--- src/rtl/rv_core_pkg.sv ---
`default_nettype none

package rv_core_pkg;

    // Datapath and register index widths
    localparam int xlen       = 32;
    localparam int reg_addr_w = 5;
    localparam int alu_op_w   = 4;

    // Base opcodes in instr[6:0]
    localparam logic [6:0] op_load   = 7'b0000011;
    localparam logic [6:0] op_imm    = 7'b0010011;
    localparam logic [6:0] op_store  = 7'b0100011;
    localparam logic [6:0] op_arith  = 7'b0110011;
    localparam logic [6:0] op_branch = 7'b1100011;
    localparam logic [6:0] op_jal    = 7'b1101111;
    localparam logic [6:0] op_jalr   = 7'b1100111;
    localparam logic [6:0] op_lui    = 7'b0110111;
    localparam logic [6:0] op_auipc  = 7'b0010111;

    // Funct3 sits in the low bits, bit 3 marks sub and sra
    localparam logic [alu_op_w-1:0] alu_add  = 4'b0000;
    localparam logic [alu_op_w-1:0] alu_sub  = 4'b1000;
    localparam logic [alu_op_w-1:0] alu_sll  = 4'b0001;
    localparam logic [alu_op_w-1:0] alu_slt  = 4'b0010;
    localparam logic [alu_op_w-1:0] alu_sltu = 4'b0011;
    localparam logic [alu_op_w-1:0] alu_xor  = 4'b0100;
    localparam logic [alu_op_w-1:0] alu_srl  = 4'b0101;
    localparam logic [alu_op_w-1:0] alu_sra  = 4'b1101;
    localparam logic [alu_op_w-1:0] alu_or   = 4'b0110;
    localparam logic [alu_op_w-1:0] alu_and  = 4'b0111;

    // Immediate formats
    localparam logic [2:0] imm_i = 3'd0;
    localparam logic [2:0] imm_s = 3'd1;
    localparam logic [2:0] imm_b = 3'd2;
    localparam logic [2:0] imm_u = 3'd3;
    localparam logic [2:0] imm_j = 3'd4;

    // Next-PC sources
    localparam logic [1:0] pc_seq    = 2'd0;
    localparam logic [1:0] pc_target = 2'd1;
    localparam logic [1:0] pc_alu    = 2'd2;

    // Register write-back sources
    localparam logic [1:0] wb_alu  = 2'd0;
    localparam logic [1:0] wb_mem  = 2'd1;
    localparam logic [1:0] wb_link = 2'd2;
    localparam logic [1:0] wb_imm  = 2'd3;

    // One instruction word seen through each encoding layout
    typedef union packed {
        logic [31:0] raw;
        struct packed {
            logic [6:0] funct7;
            logic [4:0] rs2;
            logic [4:0] rs1;
            logic [2:0] funct3;
            logic [4:0] rd;
            logic [6:0] opcode;
        } r;
        struct packed {
            logic [11:0] imm;
            logic [4:0]  rs1;
            logic [2:0]  funct3;
            logic [4:0]  rd;
            logic [6:0]  opcode;
        } i;
        struct packed {
            logic [6:0] imm_hi;
            logic [4:0] rs2;
            logic [4:0] rs1;
            logic [2:0] funct3;
            logic [4:0] imm_lo;
            logic [6:0] opcode;
        } s;
        struct packed {
            logic [19:0] imm;
            logic [4:0]  rd;
            logic [6:0]  opcode;
        } u;
    } instr_word_t;

endpackage

`default_nettype wire
--- src/rtl/rv_core.sv ---
`timescale 1ns/1ps
`default_nettype none

module rv_core import rv_core_pkg::*; (
    input  logic            clk,
    input  logic            reset,
    input  logic [xlen-1:0] instr,
    input  logic [xlen-1:0] rd_data,
    output logic [xlen-1:0] pc,
    output logic [xlen-1:0] addr,
    output logic [xlen-1:0] wr_data,
    output logic            wr_en
);

    instr_word_t         iw;
    logic [alu_op_w-1:0] alu_op;
    logic [2:0]          imm_fmt;
    logic                src1_pc;
    logic                src2_imm;
    logic [1:0]          pc_sel;
    logic [1:0]          wb_sel;
    logic                rf_wr_en;
    logic                branch_flag;
    logic                target_bit1;
    logic [xlen-1:0]     imm;
    logic [xlen-1:0]     rs1_data;
    logic [xlen-1:0]     rs2_data;
    logic [xlen-1:0]     op_a;
    logic [xlen-1:0]     op_b;
    logic [xlen-1:0]     alu_result;
    logic [xlen-1:0]     pc_plus4;
    logic [xlen-1:0]     rd_wdata;

    assign iw.raw = instr;

    // Operand selects
    assign op_a = src1_pc ? pc : rs1_data;
    assign op_b = src2_imm ? imm : rs2_data;

    // Write-back select
    assign rd_wdata = (wb_sel == wb_mem)  ? rd_data :
                      (wb_sel == wb_link) ? pc_plus4 :
                      (wb_sel == wb_imm)  ? imm : alu_result;

    assign addr    = alu_result;
    assign wr_data = rs2_data;

    rv_decoder u_decoder (
        .reset(reset), .instr(iw), .alu_low(alu_result[1:0]), .branch_flag(branch_flag),
        .target_bit1(target_bit1), .alu_op(alu_op), .imm_fmt(imm_fmt), .src1_pc(src1_pc),
        .src2_imm(src2_imm), .pc_sel(pc_sel), .wb_sel(wb_sel), .rf_wr_en(rf_wr_en),
        .wr_en(wr_en)
    );

    rv_imm_gen u_imm_gen (.instr(iw), .imm_fmt(imm_fmt), .imm(imm));

    rv_alu u_alu (
        .op_a(op_a), .op_b(op_b), .alu_op(alu_op), .result(alu_result),
        .branch_flag(branch_flag)
    );

    rv_regfile u_regfile (
        .clk(clk), .rs1(iw.r.rs1), .rs2(iw.r.rs2), .rd(iw.r.rd), .wr_en(rf_wr_en),
        .rd_wdata(rd_wdata), .rs1_data(rs1_data), .rs2_data(rs2_data)
    );

    rv_pc_unit u_pc_unit (
        .clk(clk), .reset(reset), .imm(imm), .alu_result(alu_result), .pc_sel(pc_sel),
        .pc(pc), .pc_plus4(pc_plus4), .target_bit1(target_bit1)
    );

endmodule

`default_nettype wire

--- src/rtl/rv_decoder.sv ---
`timescale 1ns/1ps
`default_nettype none

module rv_decoder import rv_core_pkg::*; (
    input  logic                reset,
    input  instr_word_t         instr,
    input  logic [1:0]          alu_low,
    input  logic                branch_flag,
    input  logic                target_bit1,
    output logic [alu_op_w-1:0] alu_op,
    output logic [2:0]          imm_fmt,
    output logic                src1_pc,
    output logic                src2_imm,
    output logic [1:0]          pc_sel,
    output logic [1:0]          wb_sel,
    output logic                rf_wr_en,
    output logic                wr_en
);

    logic [6:0] opcode;
    logic [2:0] funct3;
    logic       alt;
    logic       word_aligned;
    logic       taken;

    // Opcode forced to zero in reset so nothing is written
    assign opcode = reset ? 7'b0 : instr.r.opcode;
    assign funct3 = instr.r.funct3;

    // Selects sub and sra
    assign alt = instr.r.funct7[5];

    assign word_aligned = (alu_low == 2'b00);

    // Compare flag inverted by funct3[0] for bne, bge, bgeu
    assign taken = branch_flag ^ funct3[0];

    always_comb begin
        alu_op   = alu_add;
        imm_fmt  = imm_i;
        src1_pc  = 1'b0;
        src2_imm = 1'b0;
        pc_sel   = pc_seq;
        wb_sel   = wb_alu;
        rf_wr_en = 1'b0;
        wr_en    = 1'b0;

        case (opcode)
            op_load: begin
                if (funct3 == 3'b010) begin
                    src2_imm = 1'b1;
                    wb_sel   = wb_mem;
                    rf_wr_en = word_aligned;
                end
            end
            op_store: begin
                if (funct3 == 3'b010) begin
                    imm_fmt  = imm_s;
                    src2_imm = 1'b1;
                    wr_en    = word_aligned;
                end
            end
            op_imm: begin
                // No subtract form among the immediates
                alu_op   = {alt & (funct3 == 3'b101), funct3};
                src2_imm = 1'b1;
                rf_wr_en = 1'b1;
            end
            op_arith: begin
                alu_op   = {alt & (funct3 == 3'b000 || funct3 == 3'b101), funct3};
                rf_wr_en = 1'b1;
            end
            op_lui: begin
                imm_fmt  = imm_u;
                wb_sel   = wb_imm;
                rf_wr_en = 1'b1;
            end
            op_auipc: begin
                imm_fmt  = imm_u;
                src1_pc  = 1'b1;
                src2_imm = 1'b1;
                rf_wr_en = 1'b1;
            end
            op_branch: begin
                imm_fmt = imm_b;
                alu_op  = funct3[2] ? (funct3[1] ? alu_sltu : alu_slt) : alu_sub;
                // Funct3 010 and 011 are not branches
                if (funct3[2:1] != 2'b01 && taken && !target_bit1) begin
                    pc_sel = pc_target;
                end
            end
            op_jal: begin
                imm_fmt = imm_j;
                wb_sel  = wb_link;
                if (!target_bit1) begin
                    pc_sel   = pc_target;
                    rf_wr_en = 1'b1;
                end
            end
            op_jalr: begin
                src2_imm = 1'b1;
                wb_sel   = wb_link;
                // Target bit 0 is cleared later so bit 1 decides alignment
                if (funct3 == 3'b000 && !alu_low[1]) begin
                    pc_sel   = pc_alu;
                    rf_wr_en = 1'b1;
                end
            end
            default: begin
                // Unknown opcode, PC just advances
                pc_sel = pc_seq;
            end
        endcase
    end

endmodule

`default_nettype wire

--- src/rtl/rv_pc_unit.sv ---
`timescale 1ns/1ps
`default_nettype none

module rv_pc_unit import rv_core_pkg::*; (
    input  logic            clk,
    input  logic            reset,
    input  logic [xlen-1:0] imm,
    input  logic [xlen-1:0] alu_result,
    input  logic [1:0]      pc_sel,
    output logic [xlen-1:0] pc,
    output logic [xlen-1:0] pc_plus4,
    output logic            target_bit1
);

    logic [xlen-1:0] target;
    logic [xlen-1:0] next_pc;

    assign pc_plus4    = pc + 32'd4;
    assign target      = pc + imm;
    assign target_bit1 = target[1];

    always_comb begin
        case (pc_sel)
            pc_target: next_pc = target;
            // JALR target with bit 0 cleared
            pc_alu:    next_pc = {alu_result[xlen-1:1], 1'b0};
            default:   next_pc = pc_plus4;
        endcase
    end

    always_ff @(posedge clk) begin
        if (reset) begin
            pc <= '0;
        end else begin
            pc <= next_pc;
        end
    end

endmodule

`default_nettype wire

--- src/rtl/rv_regfile.sv ---
`timescale 1ns/1ps
`default_nettype none

module rv_regfile import rv_core_pkg::*; (
    input  logic                  clk,
    input  logic [reg_addr_w-1:0] rs1,
    input  logic [reg_addr_w-1:0] rs2,
    input  logic [reg_addr_w-1:0] rd,
    input  logic                  wr_en,
    input  logic [xlen-1:0]       rd_wdata,
    output logic [xlen-1:0]       rs1_data,
    output logic [xlen-1:0]       rs2_data
);

    logic [xlen-1:0] regs [2**reg_addr_w];

    // x0 is never written
    always_ff @(posedge clk) begin
        if (wr_en && rd != '0) begin
            regs[rd] <= rd_wdata;
        end
    end

    // Combinational reads, x0 reads as zero
    assign rs1_data = (rs1 == '0) ? '0 : regs[rs1];
    assign rs2_data = (rs2 == '0) ? '0 : regs[rs2];

endmodule

`default_nettype wire

--- src/rtl/rv_imm_gen.sv ---
`timescale 1ns/1ps
`default_nettype none

module rv_imm_gen import rv_core_pkg::*; (
    input  instr_word_t     instr,
    input  logic [2:0]      imm_fmt,
    output logic [xlen-1:0] imm
);

    always_comb begin
        case (imm_fmt)
            imm_i: begin
                imm = {{20{instr.i.imm[11]}}, instr.i.imm};
            end
            imm_s: begin
                imm = {{20{instr.s.imm_hi[6]}}, instr.s.imm_hi, instr.s.imm_lo};
            end
            imm_b: begin
                // B layout shares the S fields, bit 11 moved to imm_lo[0]
                imm = {{19{instr.s.imm_hi[6]}}, instr.s.imm_hi[6], instr.s.imm_lo[0],
                       instr.s.imm_hi[5:0], instr.s.imm_lo[4:1], 1'b0};
            end
            imm_u: begin
                imm = {instr.u.imm, 12'b0};
            end
            imm_j: begin
                // J layout scrambles the U field
                imm = {{11{instr.u.imm[19]}}, instr.u.imm[19], instr.u.imm[7:0],
                       instr.u.imm[8], instr.u.imm[18:9], 1'b0};
            end
            default: begin
                imm = '0;
            end
        endcase
    end

endmodule

`default_nettype wire

--- src/rtl/rv_alu.sv ---
`timescale 1ns/1ps
`default_nettype none

module rv_alu import rv_core_pkg::*; (
    input  logic [xlen-1:0]     op_a,
    input  logic [xlen-1:0]     op_b,
    input  logic [alu_op_w-1:0] alu_op,
    output logic [xlen-1:0]     result,
    output logic                branch_flag
);

    logic [4:0] shamt;
    logic       lt_signed;
    logic       lt_unsigned;

    assign shamt       = op_b[4:0];
    assign lt_signed   = $signed(op_a) < $signed(op_b);
    assign lt_unsigned = op_a < op_b;

    always_comb begin
        branch_flag = 1'b0;
        case (alu_op)
            alu_add:  result = op_a + op_b;
            alu_sub: begin
                result      = op_a - op_b;
                // Equality for beq and bne
                branch_flag = (op_a == op_b);
            end
            alu_sll:  result = op_a << shamt;
            alu_slt: begin
                result      = {{(xlen-1){1'b0}}, lt_signed};
                branch_flag = lt_signed;
            end
            alu_sltu: begin
                result      = {{(xlen-1){1'b0}}, lt_unsigned};
                branch_flag = lt_unsigned;
            end
            alu_xor:  result = op_a ^ op_b;
            alu_srl:  result = op_a >> shamt;
            alu_sra:  result = $signed(op_a) >>> shamt;
            alu_or:   result = op_a | op_b;
            alu_and:  result = op_a & op_b;
            default:  result = '0;
        endcase
    end

endmodule

`default_nettype wire

--- config.mk ---
export PLATFORM = sky130hd
export DESIGN_NAME = rv_core
export DESIGN_NICKNAME = d
export VERILOG_FILES = /design/src/rtl/rv_core_pkg.sv /design/src/rtl/rv_core.sv /design/src/rtl/rv_decoder.sv /design/src/rtl/rv_pc_unit.sv /design/src/rtl/rv_regfile.sv /design/src/rtl/rv_imm_gen.sv /design/src/rtl/rv_alu.sv
export SDC_FILE = /design/constraint.sdc
export NUM_CORES = 2
export LEC_CHECK = 0
export ABC_CLOCK_PERIOD_IN_PS = 31100
export BUFFER_PORTS_ARGS = -buffer_cell sky130_fd_sc_hd__buf_2
export CORE_ASPECT_RATIO = 1.4
export CORE_MARGIN = 1.5
export CORE_UTILIZATION = 25
export CTS_CLUSTER_SIZE = 20
export DETAILED_ROUTE_END_ITERATION = 8
export PLACE_DENSITY = 0.4
export REMOVE_ABC_BUFFERS = 1
export SLEW_MARGIN = 10
export SYNTH_ARGS = -nofsm -noshare
export SYNTH_HDL_FRONTEND = slang
export SYNTH_SLANG_ARGS = --single-unit
--- constraint.sdc ---
create_clock -name clk -period 31.1 [get_ports clk]
set_input_delay 6.22 -clock clk [delete_from_list [all_inputs] [get_ports clk]]
set_output_delay 6.22 -clock clk [all_outputs]
set_load 0.01 [all_outputs]
==> key figures <==
Pwr
  • Total Power: 4.16 mW
  • Peak VDD IR: 0.0422 mV
  • PwrDens: 58.7 nW/um^2
  • Leak: 23.6 nW

Logic synthesis
  • Main flop type after synthesis: edfxtp_1
  • Post-synthesis register bit count: 1056
  • Post-synthesis adder-cell area fraction: 2.74%
  • Ranking of synthesized cells by area: edfxtp_1 50%, mux4_2 17%, ha_1 2.6%
  • Async set or reset register ratio after synthesis: 0%
  • Mux share of post-synthesis cell area: 21.4%
  • Largest area contributor in the netlist: edfxtp_1
  • Post-Syn Area: 62100 um^2
  • Syn avg cell area: 13.7 um^2
  • Post-Synth XOR/XNOR Area: 0.973%
  • Mapped Cells: 4519
  • Top-area cell type share of the netlist area: 49.5%
  • Number of enable flip-flop cells after synthesis: 1024
  • Post-synthesis simple-gate area fraction: 6.76%
  • Compound-Gate Fraction of Synth Area: 13.4%
  • Sequential area share after synthesis: 50.6%
  • Ys Warns: 0
  • Synth unique cells: 109
  • Largest family of logic cells by synthesized area: multiplexers

Status
  • Status: finished, final reports clean

Floorplan
  • Die ar.: 251000 um^2
  • Die width: 424 um
  • FP Rows: 216
  • Core ar.: 247000 um^2
  • Ports: 163
  • Starting Density: 25.1%
  • Die Span Y: 593 um

Worst setup path
  • Reg2Reg Setup Slack: 21.69 ns
  • CP max FO: 45
  • R2R depth: 28
  • WP data required: 24.88 ns
  • Reg-to-reg startpoint: u_regfile.regs[10][0]
  • Worst setup SP type: primary input
  • CP endpoint kind: output pin
  • CP Class: primary input to output pin
  • Crit path DAT: 15.02 ns
  • Worst reg2reg path endpoint: u_pc_unit.pc[26]

CTS
  • Clk slew on worst S/H paths: 0.07 ns
  • CTS root buffer: clkbuf_16
  • Post-cts gate resize count: 0
  • Skew-Pair Late Insertion Delay: 0.77 ns
  • CTS tree: done
  • Setup bufs post-CTS: 0
  • H-tree levels: 3
  • CTS max path bufs: 3
  • CTS sink cnt: 1056
  • Post-CTS Hold Buffers: 0
  • CTS buffer count: 106

Route
  • Drt wl/cell: 39.9 um
  • DRC Markers: 0
  • 1st-pass router iterations: 6
  • ANT nets after route: 0
  • DR iter-0 viols: 5786
  • Avg Vias per Cell: 5.81
  • Vias: 46900
  • WL final: 322 mm

STA
  • Max Fclk: 47.1 MHz
  • RSZ-0062 raised after global routing: no
  • Worst Skew: 0.0745 ns
  • Max Slew Vio Count: 0
  • Setup ws final: 9.86 ns
  • Final setup violation count: 0
  • Slew @ Worst Pin: 1.25 ns
  • Hold Vio Cnt, Final: 0
  • Slew HR: 16.4%
  • Period utilisation layout: 68.3%
  • Final Critical Period: 21.24 ns
  • Final setup TNS: 0 ns

Global routing
  • Vias in the first global route: 47000
  • Largest net degree at the start of global routing: 81
  • First-pass GRT wire length: 429 mm
  • Remaining global-route overflow: 0
  • Total GRT Usage: 25.1%
  • Initial antenna violation count: 33

Layout
  • Flip-flop and latch area: 31400 um^2
  • Multi-input logic area: 28700 um^2
  • Fillers: 25200
  • Area growth, synth to finish: 14.2%
  • Layout cells sized above 1: 24.8%
  • Post-route cell area: 70900 um^2
  • Final core utilization: 28.7%
  • Most frequent cells in the layout: 1024 x edfxtp_1, 474 x mux4_2, 319 x nand2_1, 222 x buf_4, 209 x a21oi_1
  • Commonest non-fill, non-tap cell in the layout: edfxtp_1
  • Nets: 4890

Job
  • MaxCap Viol Count: 0

Worst hold path
  • Worst Hold Endpoint: u_pc_unit.pc[2]
  • Hold WC Path Type: flop to flop
  • Hold Startpoint: u_pc_unit.pc[2]
  • Hold path depth: 1

Placed design
  • Pre-CTS setup slack: 9.88 ns
  • Hpwl dp: 223 mm
  • DP Area: 67400 um^2
  • Port Buf Inserts: 162
  • GP Congestion: 0.979
==> metal layers <==
layer  track usage, %  up-vias  share of wire (%)
li1                 -    18800                  -
met5                0        -              0.020
met1             30.5    25300                 39
met2             42.4     2248                 49
met3             3.89      568                6.4
met4             13.8       10                6.3
==> state kept, by name (all words and copies together), names as in the netlist <==
| name | cells |
|---|---|
| u_pc_unit.pc | 32 |
| u_regfile.regs | 1024 |
==> cell families after synthesis <==
family,after synthesis
compound gates,1154
xor+xnor,69
fa+ha+maj,134
buf+inv,519
flops,1056
mux,693
other cells,1
simple gates,893
==> critical path, stage by stage <==
cell	delay, ns
buf_8	0.22
buf_4	0.56
buf_4	0.80
mux2i_1	0.16
a22o_1	0.26
o31ai_1	0.54
o31ai_1	0.26
inv_2	0.52
o21ai_2	0.11
inv_2	0.39
ha_1	0.26
inv_1	0.07
fa_1	0.46
a21o_1	0.19
a21o_1	0.21
a2111oi_0	0.85
nor4_1	0.19
nor3_1	0.50
o2111ai_1	0.30
a311oi_1	0.31
buf_4	0.22
o31ai_1	0.09
xnor2_1	0.16
o221ai_1	0.73
buf_2	0.29
==> where the power goes <==
group          internal [mW]  switching [mW]  total, mW
combinational          0.298           0.802       1.10
clock                  0.712           0.600       1.31
sequential              1.74         0.00690       1.75
total                   2.75            1.41       4.16
==> worst max-delay path by stage <==
stage                     startpoint        to
after floorplan            instr[22]  addr[28]
after global placement     instr[20]  addr[28]
after detailed placement   instr[20]  addr[28]
after CTS                  instr[20]  addr[28]
after global routing       instr[20]  addr[28]
final                      instr[20]  addr[26]
==> cells in the mapped netlist, types with 16 or more instances <==
cell,instances
nand2b_1,21
ha_1,131
and3_1,25
a211o_1,49
inv_1,160
mux2i_1,157
nand3_1,131
buf_2,60
a22o_1,46
a221oi_1,41
a221o_1,34
o21a_1,17
o21ai_1,20
nor2b_1,20
or3_1,18
buf_6,40
nand4_1,19
mux4_2,474
nand2_1,319
xnor2_1,42
a21boi_0,16
dfxtp_1,32
o211ai_1,132
clkbuf_1,167
a31oi_1,20
o22ai_1,23
nor2_1,194
nor4_1,16
edfxtp_1,1024
a21o_1,46
o31ai_1,19
buf_4,19
buf_1,48
nor3_1,41
o221ai_1,77
a22oi_1,57
a21oi_1,213
o21bai_1,24
mux2_2,37
and2_1,25
o21ai_0,165
mux4_1,20
xor2_1,27
a211oi_1,25
==> final cells by class <==
class                      instances  share of cell area [%]
multi-input combinational       2975                    40.5
sequential                      1056                    44.3
antenna                           12                  0.0424
timing repair buffer             384                    3.62
clock inverter                    65                   0.957
tap                             3270                    5.77
inverter                         167                   0.892
clock buffer                     133                    3.92
==> per-stage QoR <==
stage / hold slack (ns) / instances
2_1_floorplan: 0.570 / 4198
3_3_place_gp: 0.657 / 7852
3_5_place_dp: 0.658 / 7852
4_1_cts: 0.662 / 8050
5_1_grt: 0.698 / 8053
6_report: 0.696 / 8062
No activity file was read; power rests on OpenSTA's default activity.
